==> src/lwc_pkg.sv <==
// Shared word types, LWC opcodes and state encodings for the framing wrapper stages
`default_nettype none

package lwc_pkg;

    // Bus and field widths
    typedef logic [31:0] word_t;
    typedef logic [3:0]  opcode_t;
    typedef logic [15:0] seg_len_t;

    // Valid bytes in a word, 0 to 4
    typedef logic [2:0]  byte_cnt_t;

    // Selects one key word, up to 8 of them
    typedef logic [2:0]  key_index_t;

    // Instruction opcodes, found in bits 31 to 28
    localparam opcode_t OP_LDKEY = 4'b0100;
    localparam opcode_t OP_ENC   = 4'b0010;
    localparam opcode_t OP_DEC   = 4'b0011;

    // Segment types of message headers
    localparam opcode_t HDR_PT = 4'b0100;
    localparam opcode_t HDR_CT = 4'b0101;

    // Status word opcode
    localparam opcode_t OP_SUCCESS = 4'b1110;

    // Kind of item moving between pipeline stages
    typedef enum logic {
        ITEM_HEADER,
        ITEM_DATA
    } item_kind_e;

    // Public input parser states
    typedef enum logic [1:0] {
        S_INSTR,
        S_HEADER,
        S_DATA
    } parser_state_e;

    // Secret input states
    typedef enum logic {
        K_IDLE,
        K_LOAD
    } key_state_e;

endpackage

`default_nettype wire

==> src/lwc_key_store.sv <==
// Key register bank, filled from the secret-data input after a key-load instruction
`default_nettype none

module lwc_key_store #(
    parameter int KEY_WORDS = 4
) (
    input  wire logic                            clk,
    input  wire logic                            arst_n,
    input  wire lwc_pkg::word_t                  sdi_data,
    input  wire logic                            sdi_valid,
    output lwc_pkg::word_t [KEY_WORDS-1:0]       key_flat
);

    lwc_pkg::key_state_e state;
    lwc_pkg::key_index_t widx;

    // Control side: state and write pointer
    always_ff @(posedge clk or negedge arst_n) begin
        if (!arst_n) begin
            state <= lwc_pkg::K_IDLE;
            widx  <= '0;
        end else if (sdi_valid) begin
            case (state)
                lwc_pkg::K_IDLE: begin
                    if (sdi_data[31:28] == lwc_pkg::OP_LDKEY) begin
                        state <= lwc_pkg::K_LOAD;
                        widx  <= '0;
                    end
                end
                lwc_pkg::K_LOAD: begin
                    if (widx == lwc_pkg::key_index_t'(KEY_WORDS - 1)) begin
                        state <= lwc_pkg::K_IDLE;
                        widx  <= '0;
                    end else begin
                        widx <= widx + 1'b1;
                    end
                end
                default: state <= lwc_pkg::K_IDLE;
            endcase
        end
    end

    // Key words themselves, written in arrival order
    always_ff @(posedge clk) begin
        if (sdi_valid && state == lwc_pkg::K_LOAD) begin
            key_flat[widx] <= sdi_data;
        end
    end

endmodule

`default_nettype wire

==> src/lwc_header_parser.sv <==
// First stage: decodes instructions and segment headers, tags each data word with size and last
`default_nettype none

module lwc_header_parser (
    input  wire logic                clk,
    input  wire logic                arst_n,
    input  wire lwc_pkg::word_t      pdi_data,
    input  wire logic                pdi_valid,
    output logic                     p_valid,
    output lwc_pkg::item_kind_e      p_kind,
    output lwc_pkg::word_t           p_word,
    output lwc_pkg::byte_cnt_t       p_size,
    output logic                     p_last,
    output logic                     p_decrypt
);

    lwc_pkg::parser_state_e state;
    lwc_pkg::seg_len_t      remaining;
    logic                   decrypt;

    // Decoded fields of the current input word
    lwc_pkg::opcode_t   opcode;
    lwc_pkg::seg_len_t  hdr_len;
    logic               hdr_empty;
    logic               data_last;
    lwc_pkg::byte_cnt_t data_size;

    always_comb begin
        opcode    = pdi_data[31:28];
        hdr_len   = pdi_data[15:0];
        hdr_empty = (hdr_len == '0);
        data_last = (remaining <= 16'd4);
        // Final word carries what is left, others are full
        if (data_last) begin
            data_size = lwc_pkg::byte_cnt_t'(remaining[2:0]);
        end else begin
            data_size = 3'd4;
        end
    end

    // FSM, length counter and output strobe
    always_ff @(posedge clk or negedge arst_n) begin
        if (!arst_n) begin
            state     <= lwc_pkg::S_INSTR;
            remaining <= '0;
            decrypt   <= 1'b0;
            p_valid   <= 1'b0;
        end else begin
            p_valid <= 1'b0;
            if (pdi_valid) begin
                case (state)
                    lwc_pkg::S_INSTR: begin
                        // Anything but encrypt or decrypt is dropped here
                        if (opcode == lwc_pkg::OP_ENC) begin
                            decrypt <= 1'b0;
                            state   <= lwc_pkg::S_HEADER;
                        end else if (opcode == lwc_pkg::OP_DEC) begin
                            decrypt <= 1'b1;
                            state   <= lwc_pkg::S_HEADER;
                        end
                    end
                    lwc_pkg::S_HEADER: begin
                        p_valid   <= 1'b1;
                        remaining <= hdr_len;
                        if (hdr_empty) begin
                            state <= lwc_pkg::S_INSTR;
                        end else begin
                            state <= lwc_pkg::S_DATA;
                        end
                    end
                    lwc_pkg::S_DATA: begin
                        p_valid <= 1'b1;
                        if (data_last) begin
                            remaining <= '0;
                            state     <= lwc_pkg::S_INSTR;
                        end else begin
                            remaining <= remaining - 16'd4;
                        end
                    end
                    default: state <= lwc_pkg::S_INSTR;
                endcase
            end
        end
    end

    // Item payload, only meaningful while p_valid is high
    always_ff @(posedge clk) begin
        if (pdi_valid && state != lwc_pkg::S_INSTR) begin
            p_word    <= pdi_data;
            p_decrypt <= decrypt;
            if (state == lwc_pkg::S_HEADER) begin
                p_kind <= lwc_pkg::ITEM_HEADER;
                p_size <= '0;
                p_last <= hdr_empty;
            end else begin
                p_kind <= lwc_pkg::ITEM_DATA;
                p_size <= data_size;
                p_last <= data_last;
            end
        end
    end

endmodule

`default_nettype wire

==> src/lwc_stream_xor.sv <==
// Second stage: stand-in cipher core, XORs byte-reversed data with the key words in turn
`default_nettype none

module lwc_stream_xor #(
    parameter int KEY_WORDS = 4
) (
    input  wire logic                            clk,
    input  wire logic                            arst_n,
    input  wire logic                            p_valid,
    input  wire lwc_pkg::item_kind_e             p_kind,
    input  wire lwc_pkg::word_t                  p_word,
    input  wire lwc_pkg::byte_cnt_t              p_size,
    input  wire logic                            p_last,
    input  wire logic                            p_decrypt,
    input  wire lwc_pkg::word_t [KEY_WORDS-1:0]  key_flat,
    output logic                                 x_valid,
    output lwc_pkg::item_kind_e                  x_kind,
    output lwc_pkg::word_t                       x_word,
    output lwc_pkg::byte_cnt_t                   x_size,
    output logic                                 x_last,
    output logic                                 x_decrypt
);

    lwc_pkg::key_index_t kidx;
    lwc_pkg::word_t      reversed;
    lwc_pkg::word_t      masked;

    always_comb begin
        // First LWC byte lands in the low byte of the core word
        reversed = {p_word[7:0], p_word[15:8], p_word[23:16], p_word[31:24]};
        masked   = reversed ^ key_flat[kidx];
        // Bytes past the valid count are zeroed
        for (int i = 0; i < 4; i++) begin
            if (lwc_pkg::byte_cnt_t'(i) >= p_size) begin
                masked[8*i +: 8] = 8'h00;
            end
        end
    end

    // Key word pointer, restarted by every header
    always_ff @(posedge clk or negedge arst_n) begin
        if (!arst_n) begin
            kidx    <= '0;
            x_valid <= 1'b0;
        end else begin
            x_valid <= p_valid;
            if (p_valid) begin
                if (p_kind == lwc_pkg::ITEM_HEADER) begin
                    kidx <= '0;
                end else if (kidx == lwc_pkg::key_index_t'(KEY_WORDS - 1)) begin
                    kidx <= '0;
                end else begin
                    kidx <= kidx + 1'b1;
                end
            end
        end
    end

    always_ff @(posedge clk) begin
        if (p_valid) begin
            x_kind    <= p_kind;
            x_size    <= p_size;
            x_last    <= p_last;
            x_decrypt <= p_decrypt;
            if (p_kind == lwc_pkg::ITEM_HEADER) begin
                x_word <= p_word;
            end else begin
                x_word <= masked;
            end
        end
    end

endmodule

`default_nettype wire

==> src/lwc_output_formatter.sv <==
// Third stage: builds the output segment header, restores byte order and appends the status word
`default_nettype none

module lwc_output_formatter (
    input  wire logic                clk,
    input  wire logic                arst_n,
    input  wire logic                x_valid,
    input  wire lwc_pkg::item_kind_e x_kind,
    input  wire lwc_pkg::word_t      x_word,
    input  wire lwc_pkg::byte_cnt_t  x_size,
    input  wire logic                x_last,
    input  wire logic                x_decrypt,
    output lwc_pkg::word_t           do_data,
    output logic                     do_valid,
    output logic                     do_last
);

    logic              pending;
    logic              eot;
    lwc_pkg::seg_len_t seg_len;
    lwc_pkg::word_t    out_header;
    lwc_pkg::word_t    restored;
    lwc_pkg::word_t    status_word;

    always_comb begin
        eot     = x_word[25];
        seg_len = x_word[15:0];
        // Decrypt output is plaintext, end-of-type also marks the last segment
        if (x_decrypt) begin
            out_header = {lwc_pkg::HDR_PT, 2'b00, eot, eot, 8'h00, seg_len};
        end else begin
            out_header = {lwc_pkg::HDR_CT, 2'b00, eot, 1'b0, 8'h00, seg_len};
        end
        restored    = {x_word[7:0], x_word[15:8], x_word[23:16], x_word[31:24]};
        status_word = {lwc_pkg::OP_SUCCESS, 28'h0};
    end

    // Strobes and the pending status flag
    always_ff @(posedge clk or negedge arst_n) begin
        if (!arst_n) begin
            pending  <= 1'b0;
            do_valid <= 1'b0;
            do_last  <= 1'b0;
        end else if (x_valid) begin
            do_valid <= 1'b1;
            do_last  <= 1'b0;
            pending  <= x_last;
        end else if (pending) begin
            // Status follows one cycle after the final item
            do_valid <= 1'b1;
            do_last  <= 1'b1;
            pending  <= 1'b0;
        end else begin
            do_valid <= 1'b0;
            do_last  <= 1'b0;
        end
    end

    always_ff @(posedge clk) begin
        if (x_valid) begin
            if (x_kind == lwc_pkg::ITEM_HEADER) begin
                do_data <= out_header;
            end else begin
                // Size already applied by the masking stage
                do_data <= restored;
            end
        end else if (pending) begin
            do_data <= status_word;
        end
    end

endmodule

`default_nettype wire

==> src/lwc_top.sv <==
// Top level of the framing wrapper, ties the key store to the three-stage pipeline
`default_nettype none

module lwc_top #(
    parameter int KEY_WORDS = 4
) (
    input  wire logic           clk,
    input  wire logic           arst_n,
    input  wire lwc_pkg::word_t pdi_data,
    input  wire logic           pdi_valid,
    input  wire lwc_pkg::word_t sdi_data,
    input  wire logic           sdi_valid,
    output lwc_pkg::word_t      do_data,
    output logic                do_valid,
    output logic                do_last
);

    lwc_pkg::word_t [KEY_WORDS-1:0] key_flat;

    // Parser to XOR stage
    logic                p_valid;
    lwc_pkg::item_kind_e p_kind;
    lwc_pkg::word_t      p_word;
    lwc_pkg::byte_cnt_t  p_size;
    logic                p_last;
    logic                p_decrypt;

    // XOR stage to formatter
    logic                x_valid;
    lwc_pkg::item_kind_e x_kind;
    lwc_pkg::word_t      x_word;
    lwc_pkg::byte_cnt_t  x_size;
    logic                x_last;
    logic                x_decrypt;

    lwc_key_store #(
        .KEY_WORDS (KEY_WORDS)
    ) u_key_store (
        .clk       (clk),
        .arst_n    (arst_n),
        .sdi_data  (sdi_data),
        .sdi_valid (sdi_valid),
        .key_flat  (key_flat)
    );

    lwc_header_parser u_parser (
        .clk       (clk),
        .arst_n    (arst_n),
        .pdi_data  (pdi_data),
        .pdi_valid (pdi_valid),
        .p_valid   (p_valid),
        .p_kind    (p_kind),
        .p_word    (p_word),
        .p_size    (p_size),
        .p_last    (p_last),
        .p_decrypt (p_decrypt)
    );

    lwc_stream_xor #(
        .KEY_WORDS (KEY_WORDS)
    ) u_stream_xor (
        .clk       (clk),
        .arst_n    (arst_n),
        .p_valid   (p_valid),
        .p_kind    (p_kind),
        .p_word    (p_word),
        .p_size    (p_size),
        .p_last    (p_last),
        .p_decrypt (p_decrypt),
        .key_flat  (key_flat),
        .x_valid   (x_valid),
        .x_kind    (x_kind),
        .x_word    (x_word),
        .x_size    (x_size),
        .x_last    (x_last),
        .x_decrypt (x_decrypt)
    );

    lwc_output_formatter u_formatter (
        .clk       (clk),
        .arst_n    (arst_n),
        .x_valid   (x_valid),
        .x_kind    (x_kind),
        .x_word    (x_word),
        .x_size    (x_size),
        .x_last    (x_last),
        .x_decrypt (x_decrypt),
        .do_data   (do_data),
        .do_valid  (do_valid),
        .do_last   (do_last)
    );

endmodule

`default_nettype wire

==> config.mk <==
export PLATFORM = sky130hd
export DESIGN_NAME = lwc_top
export DESIGN_NICKNAME = d
export VERILOG_FILES = /design/src/lwc_pkg.sv /design/src/lwc_key_store.sv /design/src/lwc_header_parser.sv /design/src/lwc_stream_xor.sv /design/src/lwc_output_formatter.sv /design/src/lwc_top.sv
export SDC_FILE = /design/constraint.sdc
export NUM_CORES = 1
export LEC_CHECK = 0
export BUFFER_PORTS_ARGS = -buffer_cell sky130_fd_sc_hd__buf_2
export CAP_MARGIN = 20
export CORE_UTILIZATION = 59
export DETAILED_ROUTE_END_ITERATION = 8
export GPL_TIMING_DRIVEN = 0
export HOLD_SLACK_MARGIN = 0.15
export PLACE_DENSITY_LB_ADDON = 0.15
export SKIP_LAST_GASP = 1
export SLEW_MARGIN = 5
export SYNTH_ARGS = -nofsm -noshare
export SYNTH_HDL_FRONTEND = slang
export SYNTH_SLANG_ARGS = --single-unit
==> constraint.sdc <==
create_clock -name clk -period 4.1 [get_ports clk]
set_clock_uncertainty 0.2 [all_clocks]
set_input_delay 1.025 -clock clk [delete_from_list [all_inputs] [get_ports clk]]
set_output_delay 1.025 -clock clk [all_outputs]
set_load 0.01 [all_outputs]
## Word-level counts from Yosys, hierarchy flattened

Cells that the tools add are included.

| word-level totals | value |
|---|---|
| register bits after elaboration | 264 |
| input bits | 68 |
| output and inout bits | 34 |
| word-level logic and storage cells | 105 |

| operators by class | value |
|---|---|
| add/subtract/negate cells | 3 |
| $lt $le $gt $ge | 8 |
| equality and inequality tests | 10 |
| mux-type cells | 40 |
| bitwise operators | 3 |
| reduce and logical (&&, ||, !) cells | 15 |

Operators with widths:

| kind | number |
|---|---|
| 2-to-1 mux 32 bit | 6 |
| bitwise mux 128 bit | 1 |
| binary-select mux 32 bit (select 2 bit) | 1 |
| demux 32 bit (select 2 bit) | 1 |
| 2-to-1 mux 8 bit | 4 |
| case mux 16 bit (2 select lines) | 1 |
| XOR 32 bit | 1 |
| 2-to-1 mux 29 bit | 1 |
| <= comparator 16 x 3 -> 1 bit (second input constant) | 1 |
| zero test 16 bit | 1 |
| 2-to-1 mux 16 bit | 1 |
| subtractor 16 x 3 -> 16 bit (second input constant) | 1 |
| 2-to-1 mux 3 bit | 5 |
| 2-to-1 mux 1 bit | 12 |
| equality test 4 x 2 -> 1 bit (second input constant) | 2 |
| 2-to-1 mux 2 bit | 4 |
| nonzero test 2 bit | 4 |
| adder 3 x 1 -> 3 bit (second input constant) | 2 |
| equality test 3 x 2 -> 1 bit (second input constant) | 2 |
| greater-or-equal comparator 1 x 3 -> 1 bit (first input constant) | 2 |
| greater-or-equal comparator 2 x 3 -> 1 bit (first input constant) | 2 |
| < comparator 3 bit (second input constant) | 2 |
| case mux 2 bit (3 select lines) | 1 |
| case mux 3 bit (2 select lines) | 1 |
| other kinds (13) | 20 |

## Logic depth before layout (Yosys ltp)

Gate-level depths: netlist of run 1.

| depth | value |
|---|---|
| depth after elaboration | 5 |
| depth in mapped cells | 8 |
| mapped depth without buffers | 7 |

## Hierarchy

Synthesis of run 1 repeated with hierarchy kept, for this count alone.

| second synthesis, totals | value |
|---|---|
| cells, all modules | 643 |
| area, all modules | 10,898.0 sq um |

Modules (own cells, without submodules):

| module | times used | cells an instance | area each (sq um) | seq. area each (sq um) |
|---|---|---|---|---|
| lwc_key_store | 1 | 154 | 4,125.2 | 3,943.8 |
| lwc_stream_xor | 1 | 196 | 2,767.7 | 1,241.2 |
| lwc_header_parser | 1 | 193 | 2,499.9 | 1,641.6 |
| lwc_output_formatter | 1 | 100 | 1,505.2 | 1,036.0 |

## Worst setup path before layout of run 1

No wires, ideal clock.

| timing path | value |
|---|---|
| path kind | input-to-reg |
| start point | input pdi_valid |
| end point | register u_parser.p_decrypt, enable pin |
| library setup time | 439 ps |
| arrival | 3,048 ps |
| required time | 3,461 ps |
| path slack | 413 ps |
| stages on the path | 2 |
| buffers on the path | 1 |
| cell sequence | clkbuf_1 -> nor2b_1 |

| between the ends | value |
|---|---|
| word-level cells in the longest chain between the ends | 1 |

RTL lines:

| item | line | source |
|---|---|---|
| start: declaration | lwc_top.sv:10 | `input wire logic pdi_valid,` |
| logical AND 1 bit | lwc_header_parser.sv:88 | `if (pdi_valid && state != lwc_pkg::S_INSTR) begin` |
| end signal: assignment | lwc_header_parser.sv:90 | `p_decrypt <= decrypt;` |
| end: declaration | lwc_header_parser.sv:14 | `output logic p_decrypt` |

Every way passes these cells.
A chain may end at the register's enable or synchronous reset.

## Worst setup path after layout of run 1

| timing path | value |
|---|---|
| start point | register u_stream_xor.kidx[0] |
| end point | register u_stream_xor.x_word[21] (data pin) |

| between the ends | value |
|---|---|
| word-level cells in the longest chain between the ends | 5 |

RTL lines:

| item | line | source |
|---|---|---|
| start: declaration | lwc_stream_xor.sv:24 | `lwc_pkg::key_index_t kidx;` |
| start signal: assignment | lwc_stream_xor.sv:53 | `kidx <= kidx + 1'b1;` |
| binary-select mux 32 bit (select 2 bit) | lwc_stream_xor.sv:31 | `masked = reversed ^ key_flat[kidx];` |
| 2-to-1 mux 32 bit (not written as such) | lwc_stream_xor.sv:31 |  |
| XOR 32 bit | lwc_stream_xor.sv:31 |  |
| 2-to-1 mux 8 bit | lwc_stream_xor.sv:34 | `if (lwc_pkg::byte_cnt_t'(i) >= p_size) begin` |
| 2-to-1 mux 32 bit | lwc_stream_xor.sv:65 | `if (p_kind == lwc_pkg::ITEM_HEADER) begin` |
| end signal: assignment | lwc_stream_xor.sv:66 | `x_word <= p_word;` |
| end signal: assignment | lwc_stream_xor.sv:68 | `x_word <= masked;` |
| end: declaration | lwc_stream_xor.sv:18 | `output lwc_pkg::word_t x_word,` |

Every way passes these cells. The select of a mux whose other input is x is not followed.

==> impl_summary.txt, run 1 <==
----------------------------------------------------
[Run status]
  Outcome ... finished clean

[Min path]
  WHS Path Cells ... 0
  Min-Delay Path Class ... reg -> reg

[Global route]
  Global-route wire length before repair ... 33800 um
  Total global routing track utilization ... 24.5%
  Via count of the first global-routing pass ... 6183
  Number of antenna violations at the first check in global routing ... 0
  Sum of overflow across all layers after global routing ... 0
  Largest net degree at the start of global routing ... 42

[Floorplan]
  Core area ... 0.0180 mm2
  I/O pin count ... 102
  Starting utilization of the core area ... 60.1%
  DIE AREA ... 0.0189 mm2
  Vertical extent of the die ... 137 um
  Horiz. Die Dim ... 137 um
  Number of rows in the core area ... 49

[Clock tree]
  Clock latency on the worst-skew pair ... 0.54 ns
  Setup bufs post-CTS ... 0
  Number of buffers created by CTS ... 27
  # clock sinks ... 264
  Cts repair resizes ... 0
  Hold buffers post-CTS ... 0
  Number of buffers on the longest clock path ... 3
  Clock transition at the registers of the reported paths ... 0.06 ns
  Clock tree from TritonCTS ... done
  Buffer cell driving the clock tree root ... sky130_fd_sc_hd__clkbuf_16
  Number of H-tree levels ... 1

[Drt]
  Avg WL per Cell ... 21.1 um
  Antenna Nets Post-Route ... 0
  Vias per inst ... 5.99
  DR vias ... 6293
  Post-route DRC ... 0
  Overall routed net length ... 22200 um
  First DRT Iteration DRCs ... 577
  Number of optimization iterations in the first detailed-route pass ... 5

[Yosys]
  Yosys synthesis warning count ... 0
  Synth Area per Inst ... 16.1 um2
  Asr flop ratio synth ... 11.7%
  Most instantiated flip-flop cell in the synthesis netlist ... sky130_fd_sc_hd__edfxtp_1
  Net count after synthesis ... 748
  Area of the mapped netlist ... 0.0108 mm2
  Part of the Yosys area used for sequential elements ... 71.9%
  Number of distinct library cells after synthesis ... 51
  Flops & latches, synth ... 264
  Post-Syn Instances ... 670
  Number of flops mapped to enable cells by yosys ... 233

[Finish]
  Synthesis-to-layout area growth ... 17.0%
  Number of filler cells placed in the layout ... 1135
  Most frequent standard cell in the layout excluding fill and tap cells ... sky130_fd_sc_hd__edfxtp_1
  Commonest cells after routing, fill and taps aside ... sky130_fd_sc_hd__edfxtp_1 (233), sky130_fd_sc_hd__buf_2 (104), sky130_fd_sc_hd__inv_1 (45)
  Post-Route Utilization ... 70.3%
  Area of the multi-input gates ... 0.00274 mm2
  Layout cells sized above 1 ... 24.0%
  Storage cell area ... 0.00777 mm2
  Nets@finish ... 879
  Final antenna diode count ... 0

[Critical path]
  Slowest cell on the critical path ... sky130_fd_sc_hd__mux4_2
  Slowest stage delay, CP ... 0.59 ns
  Kind of critical path ... reg -> reg
  CP Data Required Time ... 4.12 ns
  Sort of element at the end of the critical path ... flop
  Reg2reg path depth ... 5
  Kind of launch point of the worst setup path ... flop
  Signal arrival time at the worst endpoint ... 2.64 ns
  Largest driver fanout on the critical path ... 10
  Worst-path cell chain ... clkbuf_1 > buf_2 > mux4_2 > xnor2_1 > o22ai_1

[STA]
  Final cycle utilization of the critical path ... 63.8%
  Post-layout minimum cycle time ... 2.62 ns
  Unrepaired setup endpoints after global routing ... false
  Final number of hold-violating endpoints ... 0
  Achievable clock frequency ... 0.382 GHz
  Number of slew-limit violations in the final report ... 0
  Setup TNS ... 0 ns
  Worst rel slew slack ... 30.7%
  Final count of negative-setup-slack endpoints ... 0
  Worst Max-Slew Pin Slew ... 1.03 ns

[Pwr]
  Worst vdd rail ir drop ... 0.000430 V
  PwrDens ... 722 mW/mm2
  LEAKAGE ... 4.62 nW

[Run]
  Max Cap Viol ... 0

[Place]
  GPL Wtd Cong ... 0.932
  Sum of net half-perimeters after detailed placement ... 15200 um
  Port bufs ... 100

----------------------------------------------------
per-stage QoR:
stage / cell area, um2 / hold WS, ns / std cells / setup slack, ns / power (mW)
2_1_floorplan: 10800 / 0.200 / 670 / 0.413 / 5.71
3_3_place_gp: 11600 / 0.203 / 999 / -0.406 / 6.36
3_5_place_dp: 11700 / 0.207 / 1001 / 1.20 / 6.50
4_1_cts: 12600 / 0.221 / 1051 / 1.48 / 9.16
5_1_grt: 12600 / 0.229 / 1051 / 1.36 / 9.54
6_report: 12600 / 0.226 / 1051 / 1.48 / 9.13
power breakdown:
| group | internal, mW | switching, mW |
|---|---|---|
| logic | 0.990 | 1.36 |
| clock network | 1.65 | 1.00 |
| registers | 3.75 | 0.380 |
| total | 6.39 | 2.74 |
flip-flops by register name, indices dropped and copies added (netlist names), 2 cells and up:
name / cells
u_parser.state: 2
u_stream_xor.x_word: 32
u_stream_xor.kidx: 3
u_parser.p_word: 32
u_key_store.widx: 3
u_key_store.key_flat: 128
u_parser.remaining: 16
u_parser.p_size: 3
u_formatter.do_data: 32
area by class of cell:
| class | instances | area share (%) |
|---|---|---|
| clock buffers | 29 | 5.41 |
| plain buffers | 32 | 1.11 |
| flip-flops and latches | 264 | 61.5 |
| inverters | 45 | 1.34 |
| repair buffers | 102 | 4.40 |
| clock inverters | 21 | 2.28 |
| multi-input cells | 329 | 21.7 |
| well taps | 229 | 2.27 |
path summary, 6_finish.rpt:
check,slack [ns],endpoint,from
worst min register to register,0.23,u_stream_xor.x_last,u_parser.p_last
max in group asynchronous,2.70,u_parser.p_valid,arst_n
worst min-delay path,0.23,u_stream_xor.x_last,u_parser.p_last
worst max-delay path,1.48,u_stream_xor.x_word[21],u_stream_xor.kidx[0]
min in group asynchronous,0.40,u_parser.remaining[5],arst_n
worst max register to register,1.48,u_stream_xor.x_word[21],u_stream_xor.kidx[0]
critical path, delay by kind of cell (launching register included):
kind | cells | cell delay [ns]
compound gates | 1 | 0.14
xor+xnor | 1 | 0.26
buf+inv | 2 | 0.73
flops | 1 | 0.37
mux | 1 | 0.59
cell usage after synthesis (17+ instances only):
| cell type | n | area (um2) |
|---|---|---|
| sky130_fd_sc_hd__clkbuf_1 | 26 | 97.6 |
| sky130_fd_sc_hd__mux4_2 | 32 | 721 |
| sky130_fd_sc_hd__o21ai_0 | 18 | 90.1 |
| sky130_fd_sc_hd__nand2_1 | 24 | 90.1 |
| sky130_fd_sc_hd__nand3_1 | 17 | 85.1 |
| sky130_fd_sc_hd__a21oi_1 | 17 | 85.1 |
| sky130_fd_sc_hd__xnor2_1 | 32 | 280 |
| sky130_fd_sc_hd__nor2b_1 | 24 | 150 |
| sky130_fd_sc_hd__o22ai_1 | 25 | 156 |
| sky130_fd_sc_hd__inv_1 | 45 | 169 |
| sky130_fd_sc_hd__edfxtp_1 | 233 | 7000 |
| sky130_fd_sc_hd__dfrtp_1 | 31 | 776 |
| sky130_fd_sc_hd__mux2i_1 | 21 | 210 |
| sky130_fd_sc_hd__and3_1 | 18 | 113 |
layer usage:
layer	routed length, um	share of wire, %	track usage [%]	vias to the layer above
met5	0	0	0	-
met4	754	3.4	9.46	0
met3	1460	6.6	3.31	55
met2	11000	49	40.5	277
met1	9050	41	33.4	3117
li1	-	-	-	2844
cells by family after synthesis:
group / after synthesis / synth area share [%]
flip-flops: 264 / 71.9
XOR/XNOR: 32 / 2.59
buffers and inverters: 77 / 2.86
AO/OA/AOI/OAI: 95 / 5.62
adder cells (fa/ha/maj): 10 / 1.16
AND/OR/NAND/NOR: 138 / 7.11
multiplexers: 54 / 8.72
(Power assumes the default switching activity.)
==> run 2, diff against run 1 <==
--- a/config.mk
+++ b/config.mk
@@ -7,7 +7,7 @@
 export LEC_CHECK = 0
 export BUFFER_PORTS_ARGS = -buffer_cell sky130_fd_sc_hd__buf_2
 export CAP_MARGIN = 20
-export CORE_UTILIZATION = 59
+export CORE_UTILIZATION = 53
 export DETAILED_ROUTE_END_ITERATION = 8
 export GPL_TIMING_DRIVEN = 0
 export HOLD_SLACK_MARGIN = 0.15
==> constraint.sdc (replaced) <==
create_clock -name clk -period 2.1 [get_ports clk]
set_clock_uncertainty 0.2 [all_clocks]
set_input_delay 0.525 -clock clk [delete_from_list [all_inputs] [get_ports clk]]
set_output_delay 0.525 -clock clk [all_outputs]
set_load 0.01 [all_outputs]
==> run 2 against run 1 <==
Net effect: the run now ends with negative setup slack left; first-iteration DRC count up 16%; setup slack worse by 1.8 ns; register-to-register slack worse by 1.8 ns; routed wire length up 8.4%; flip-flop and latch count unchanged; die area up 11%; fmax up 7.0%; clock-buffer cell count up 9; final area up 8.3%; global-route usage down 1.5 points; largest cell class unchanged; clock power up 71%; via count up 4.7%.
==> impl_summary.txt, run 2 (same netlist as run 1, synthesis figures left out) <==
----------------------------------------------------
[Drt]
  DR vias ... 6590 (+4.7%)
  Avg WL per Cell ... 20.5 um (-3.1%)
  Overall routed net length ... 24100 um (+8.4%)
  Antenna Nets Post-Route ... 0 (unchanged)
  Post-route DRC ... 0 (unchanged)
  Number of optimization iterations in the first detailed-route pass ... 6 (+1)
  Vias per inst ... 5.60 (-6.4%)
  First DRT Iteration DRCs ... 667 (+16%)

[Critical path]
  Number of buffers and inverters on the critical path ... 1 (-1)
  Sort of element at the end of the critical path ... flop
  Beginning of the critical path ... u_parser.remaining[12]
  Library cell appearing most often on the critical path ... sky130_fd_sc_hd__or4_4
  CP Data Required Time ... 2.18 ns (-1.94 ns)
  Slowest stage delay, CP ... 0.55 ns (-0.04 ns)
  Worst flop-to-flop path startpoint ... u_parser.remaining[12]
  Slowest cell on the critical path ... sky130_fd_sc_hd__or4_4
  Worst-path cell chain ... or4_4 > or4_4 > or2_1 > buf_6 > o21a_1
  Reg2Reg Setup Slack ... -0.34 ns (-1.83 ns)
  Largest driver fanout on the critical path ... 6 (-4)
  Kind of critical path ... reg -> reg
  Kind of cell adding the most delay to the critical path ... simple AND/OR/NAND/NOR gates
  Signal arrival time at the worst endpoint ... 2.53 ns (-0.11 ns)
  Kind of launch point of the worst setup path ... flop

[Finish]
  Register with the most flip-flops ... u_key_store.key_flat
  Synthesis-to-layout area growth ... 26.7%
  Most frequent standard cell in the layout excluding fill and tap cells ... sky130_fd_sc_hd__edfxtp_1
  Commonest cells after routing, fill and taps aside ... sky130_fd_sc_hd__edfxtp_1 (233), sky130_fd_sc_hd__buf_2 (100), sky130_fd_sc_hd__dlygate4sd3_1 (67)
  Storage cell area ... 0.00778 mm2 (+0.13%)
  Layout cells sized above 1 ... 27.2% (+3.3 points)
  Nets@finish ... 968 (+10%)
  Area of the multi-input gates ... 0.00294 mm2 (+7.2%)
  Final antenna diode count ... 0 (unchanged)
  Number of flip-flops in the largest register ... 128 (unchanged)
  Number of filler cells placed in the layout ... 1323 (+17%)

[STA]
  Final hold slack ... 0.199 ns (-0.0274 ns)
  Unrepaired setup endpoints after global routing ... true
  Final number of hold-violating endpoints ... 0 (unchanged)
  Final count of negative-setup-slack endpoints ... 27 (+27)
  Worst Max-Slew Pin Slew ... 0.864 ns (-0.168 ns)
  PnR worst setup slack ... -0.345 ns (-1.83 ns)
  Worst rel slew slack ... 42.4% (+12 points)
  Post-layout minimum cycle time ... 2.44 ns (-0.171 ns)
  Number of slew-limit violations in the final report ... 0 (unchanged)
  Final cycle utilization of the critical path ... 116% (+53 points)
  Achievable clock frequency ... 0.409 GHz (+7.0%)

[Floorplan]
  Starting utilization of the core area ... 54.8% (-5.4 points)
  Number of rows in the core area ... 51 (+4.1%)
  DIE AREA ... 0.0210 mm2 (+11%)
  Horiz. Die Dim ... 145 um (+5.4%)
  I/O pin count ... 102 (unchanged)
  Vertical extent of the die ... 145 um (+5.4%)
  Core area ... 0.0197 mm2 (+9.8%)

[Clock tree]
  Clock tree from TritonCTS ... done
  # clock sinks ... 264 (unchanged)
  Number of H-tree levels ... 1 (unchanged)
  Clock latency on the worst-skew pair ... 0.53 ns (about the same)
  Buffer cell driving the clock tree root ... sky130_fd_sc_hd__clkbuf_16
  Number of buffers created by CTS ... 27 (unchanged)
  Number of buffers on the longest clock path ... 3 (unchanged)
  Clock transition at the registers of the reported paths ... 0.06 ns (about the same)

[Run status]
  Failing checks ... negative setup slack
  Outcome ... finished, violations left

[Global route]
  Total global routing track utilization ... 22.9% (-1.5 points)
  Largest net degree at the start of global routing ... 42 (unchanged)
  Global-route wire length before repair ... 34900 um (+3.2%)
  Via count of the first global-routing pass ... 6365 (+2.9%)
  Sum of overflow across all layers after global routing ... 0 (unchanged)
  Number of antenna violations at the first check in global routing ... 0 (unchanged)

[Min path]
  Hold path start ... sdi_valid
  Min-Delay Path Class ... in -> reg

[Place]
  Sum of net half-perimeters after detailed placement ... 15500 um (+1.6%)
  DP Worst Slack ... -0.464 ns (-1.67 ns)
  Port bufs ... 100 (unchanged)
  GPL Wtd Cong ... 0.839 (-10%)

[Pwr]
  LEAKAGE ... 5.06 nW (+9.6%)
  Worst vdd rail ir drop ... 0.000838 V (+95%)
  PwrDens ... 1330 mW/mm2 (+84%)

[Run]
  Max Cap Viol ... 0 (unchanged)

----------------------------------------------------
-- run 2: area by class of cell --
| type | count | area share [%] |
|---|---|---|
| sequential | 264 | 56.9 |
| multi-input combinational | 334 | 21.5 |
| timing repair buffer | 190 | 10.5 |
| clock buffer | 38 | 5.31 |
| tap | 265 | 2.42 |
| buffer | 28 | 1.30 |
| inverter | 45 | 1.23 |
| clock inverter | 12 | 0.859 |
-- run 2: worst min-delay path: cells and delay by family --
kind | cells | cell delay, ns
AND/OR/NAND/NOR | 2 | 0.18
AO/OA/AOI/OAI | 1 | 0.08
buffers and inverters | 1 | 0.10
-- run 2: stage by stage --
step	setup TNS (ns)	utilization (%)	power (mW)	std cells	cell area, um2
6_report	-4.96	69.4	18.2	1176	13700
5_1_grt	-6.64	69.4	19.0	1176	13700
4_1_cts	-5.23	68.0	17.7	1162	13400
3_5_place_dp	-65.49	59.3	12.8	1035	11700
3_3_place_gp	-54.49	59.2	12.6	1035	11700
2_1_floorplan	-3.00	-	11.2	670	10900
-- run 2: final timing paths --
kind                       depth (start not counted)                endpoint
hold / removal                                     4     u_key_store.widx[0]
min in group asynchronous                          2     u_formatter.do_last
setup / recovery                                   5      u_parser.p_size[2]
setup reg to reg                                   5      u_parser.p_size[2]
hold reg to reg                                    0  u_stream_xor.x_decrypt
max in group asynchronous                          2    u_stream_xor.kidx[0]
-- run 2: power breakdown --
group | switching, mW | internal [mW] | total, mW
sequential | 0.738 | 7.33 | 8.06
clock | 1.87 | 2.66 | 4.54
combinational | 3.02 | 2.54 | 5.55
total | 5.63 | 12.5 | 18.2
-- run 2: repair_timing --
| action | in CTS | in global routing |
|---|---|---|
| hold buffers | 67 | 0 |
| gates resized for setup | 26 | 37 |
| pin swaps | 7 | 7 |
| endpoints found under the hold margin | 198 | 0 |
| cloned | 2 | 5 |
| setup buffers | 12 | 9 |
| endpoints found under the setup margin | 218 | 150 |
-- run 2: layer usage --
| metal | vias to the layer above | global-route usage [%] | part of all wire (%) |
|---|---|---|---|
| met4 | 0 | 7.76 | 3.2 |
| met1 | 3276 | 30.1 | 41 |
| met3 | 49 | 3.32 | 5.6 |
| met5 | - | 0 | 0 |
| met2 | 250 | 39.4 | 50 |
| li1 | 3015 | - | - |
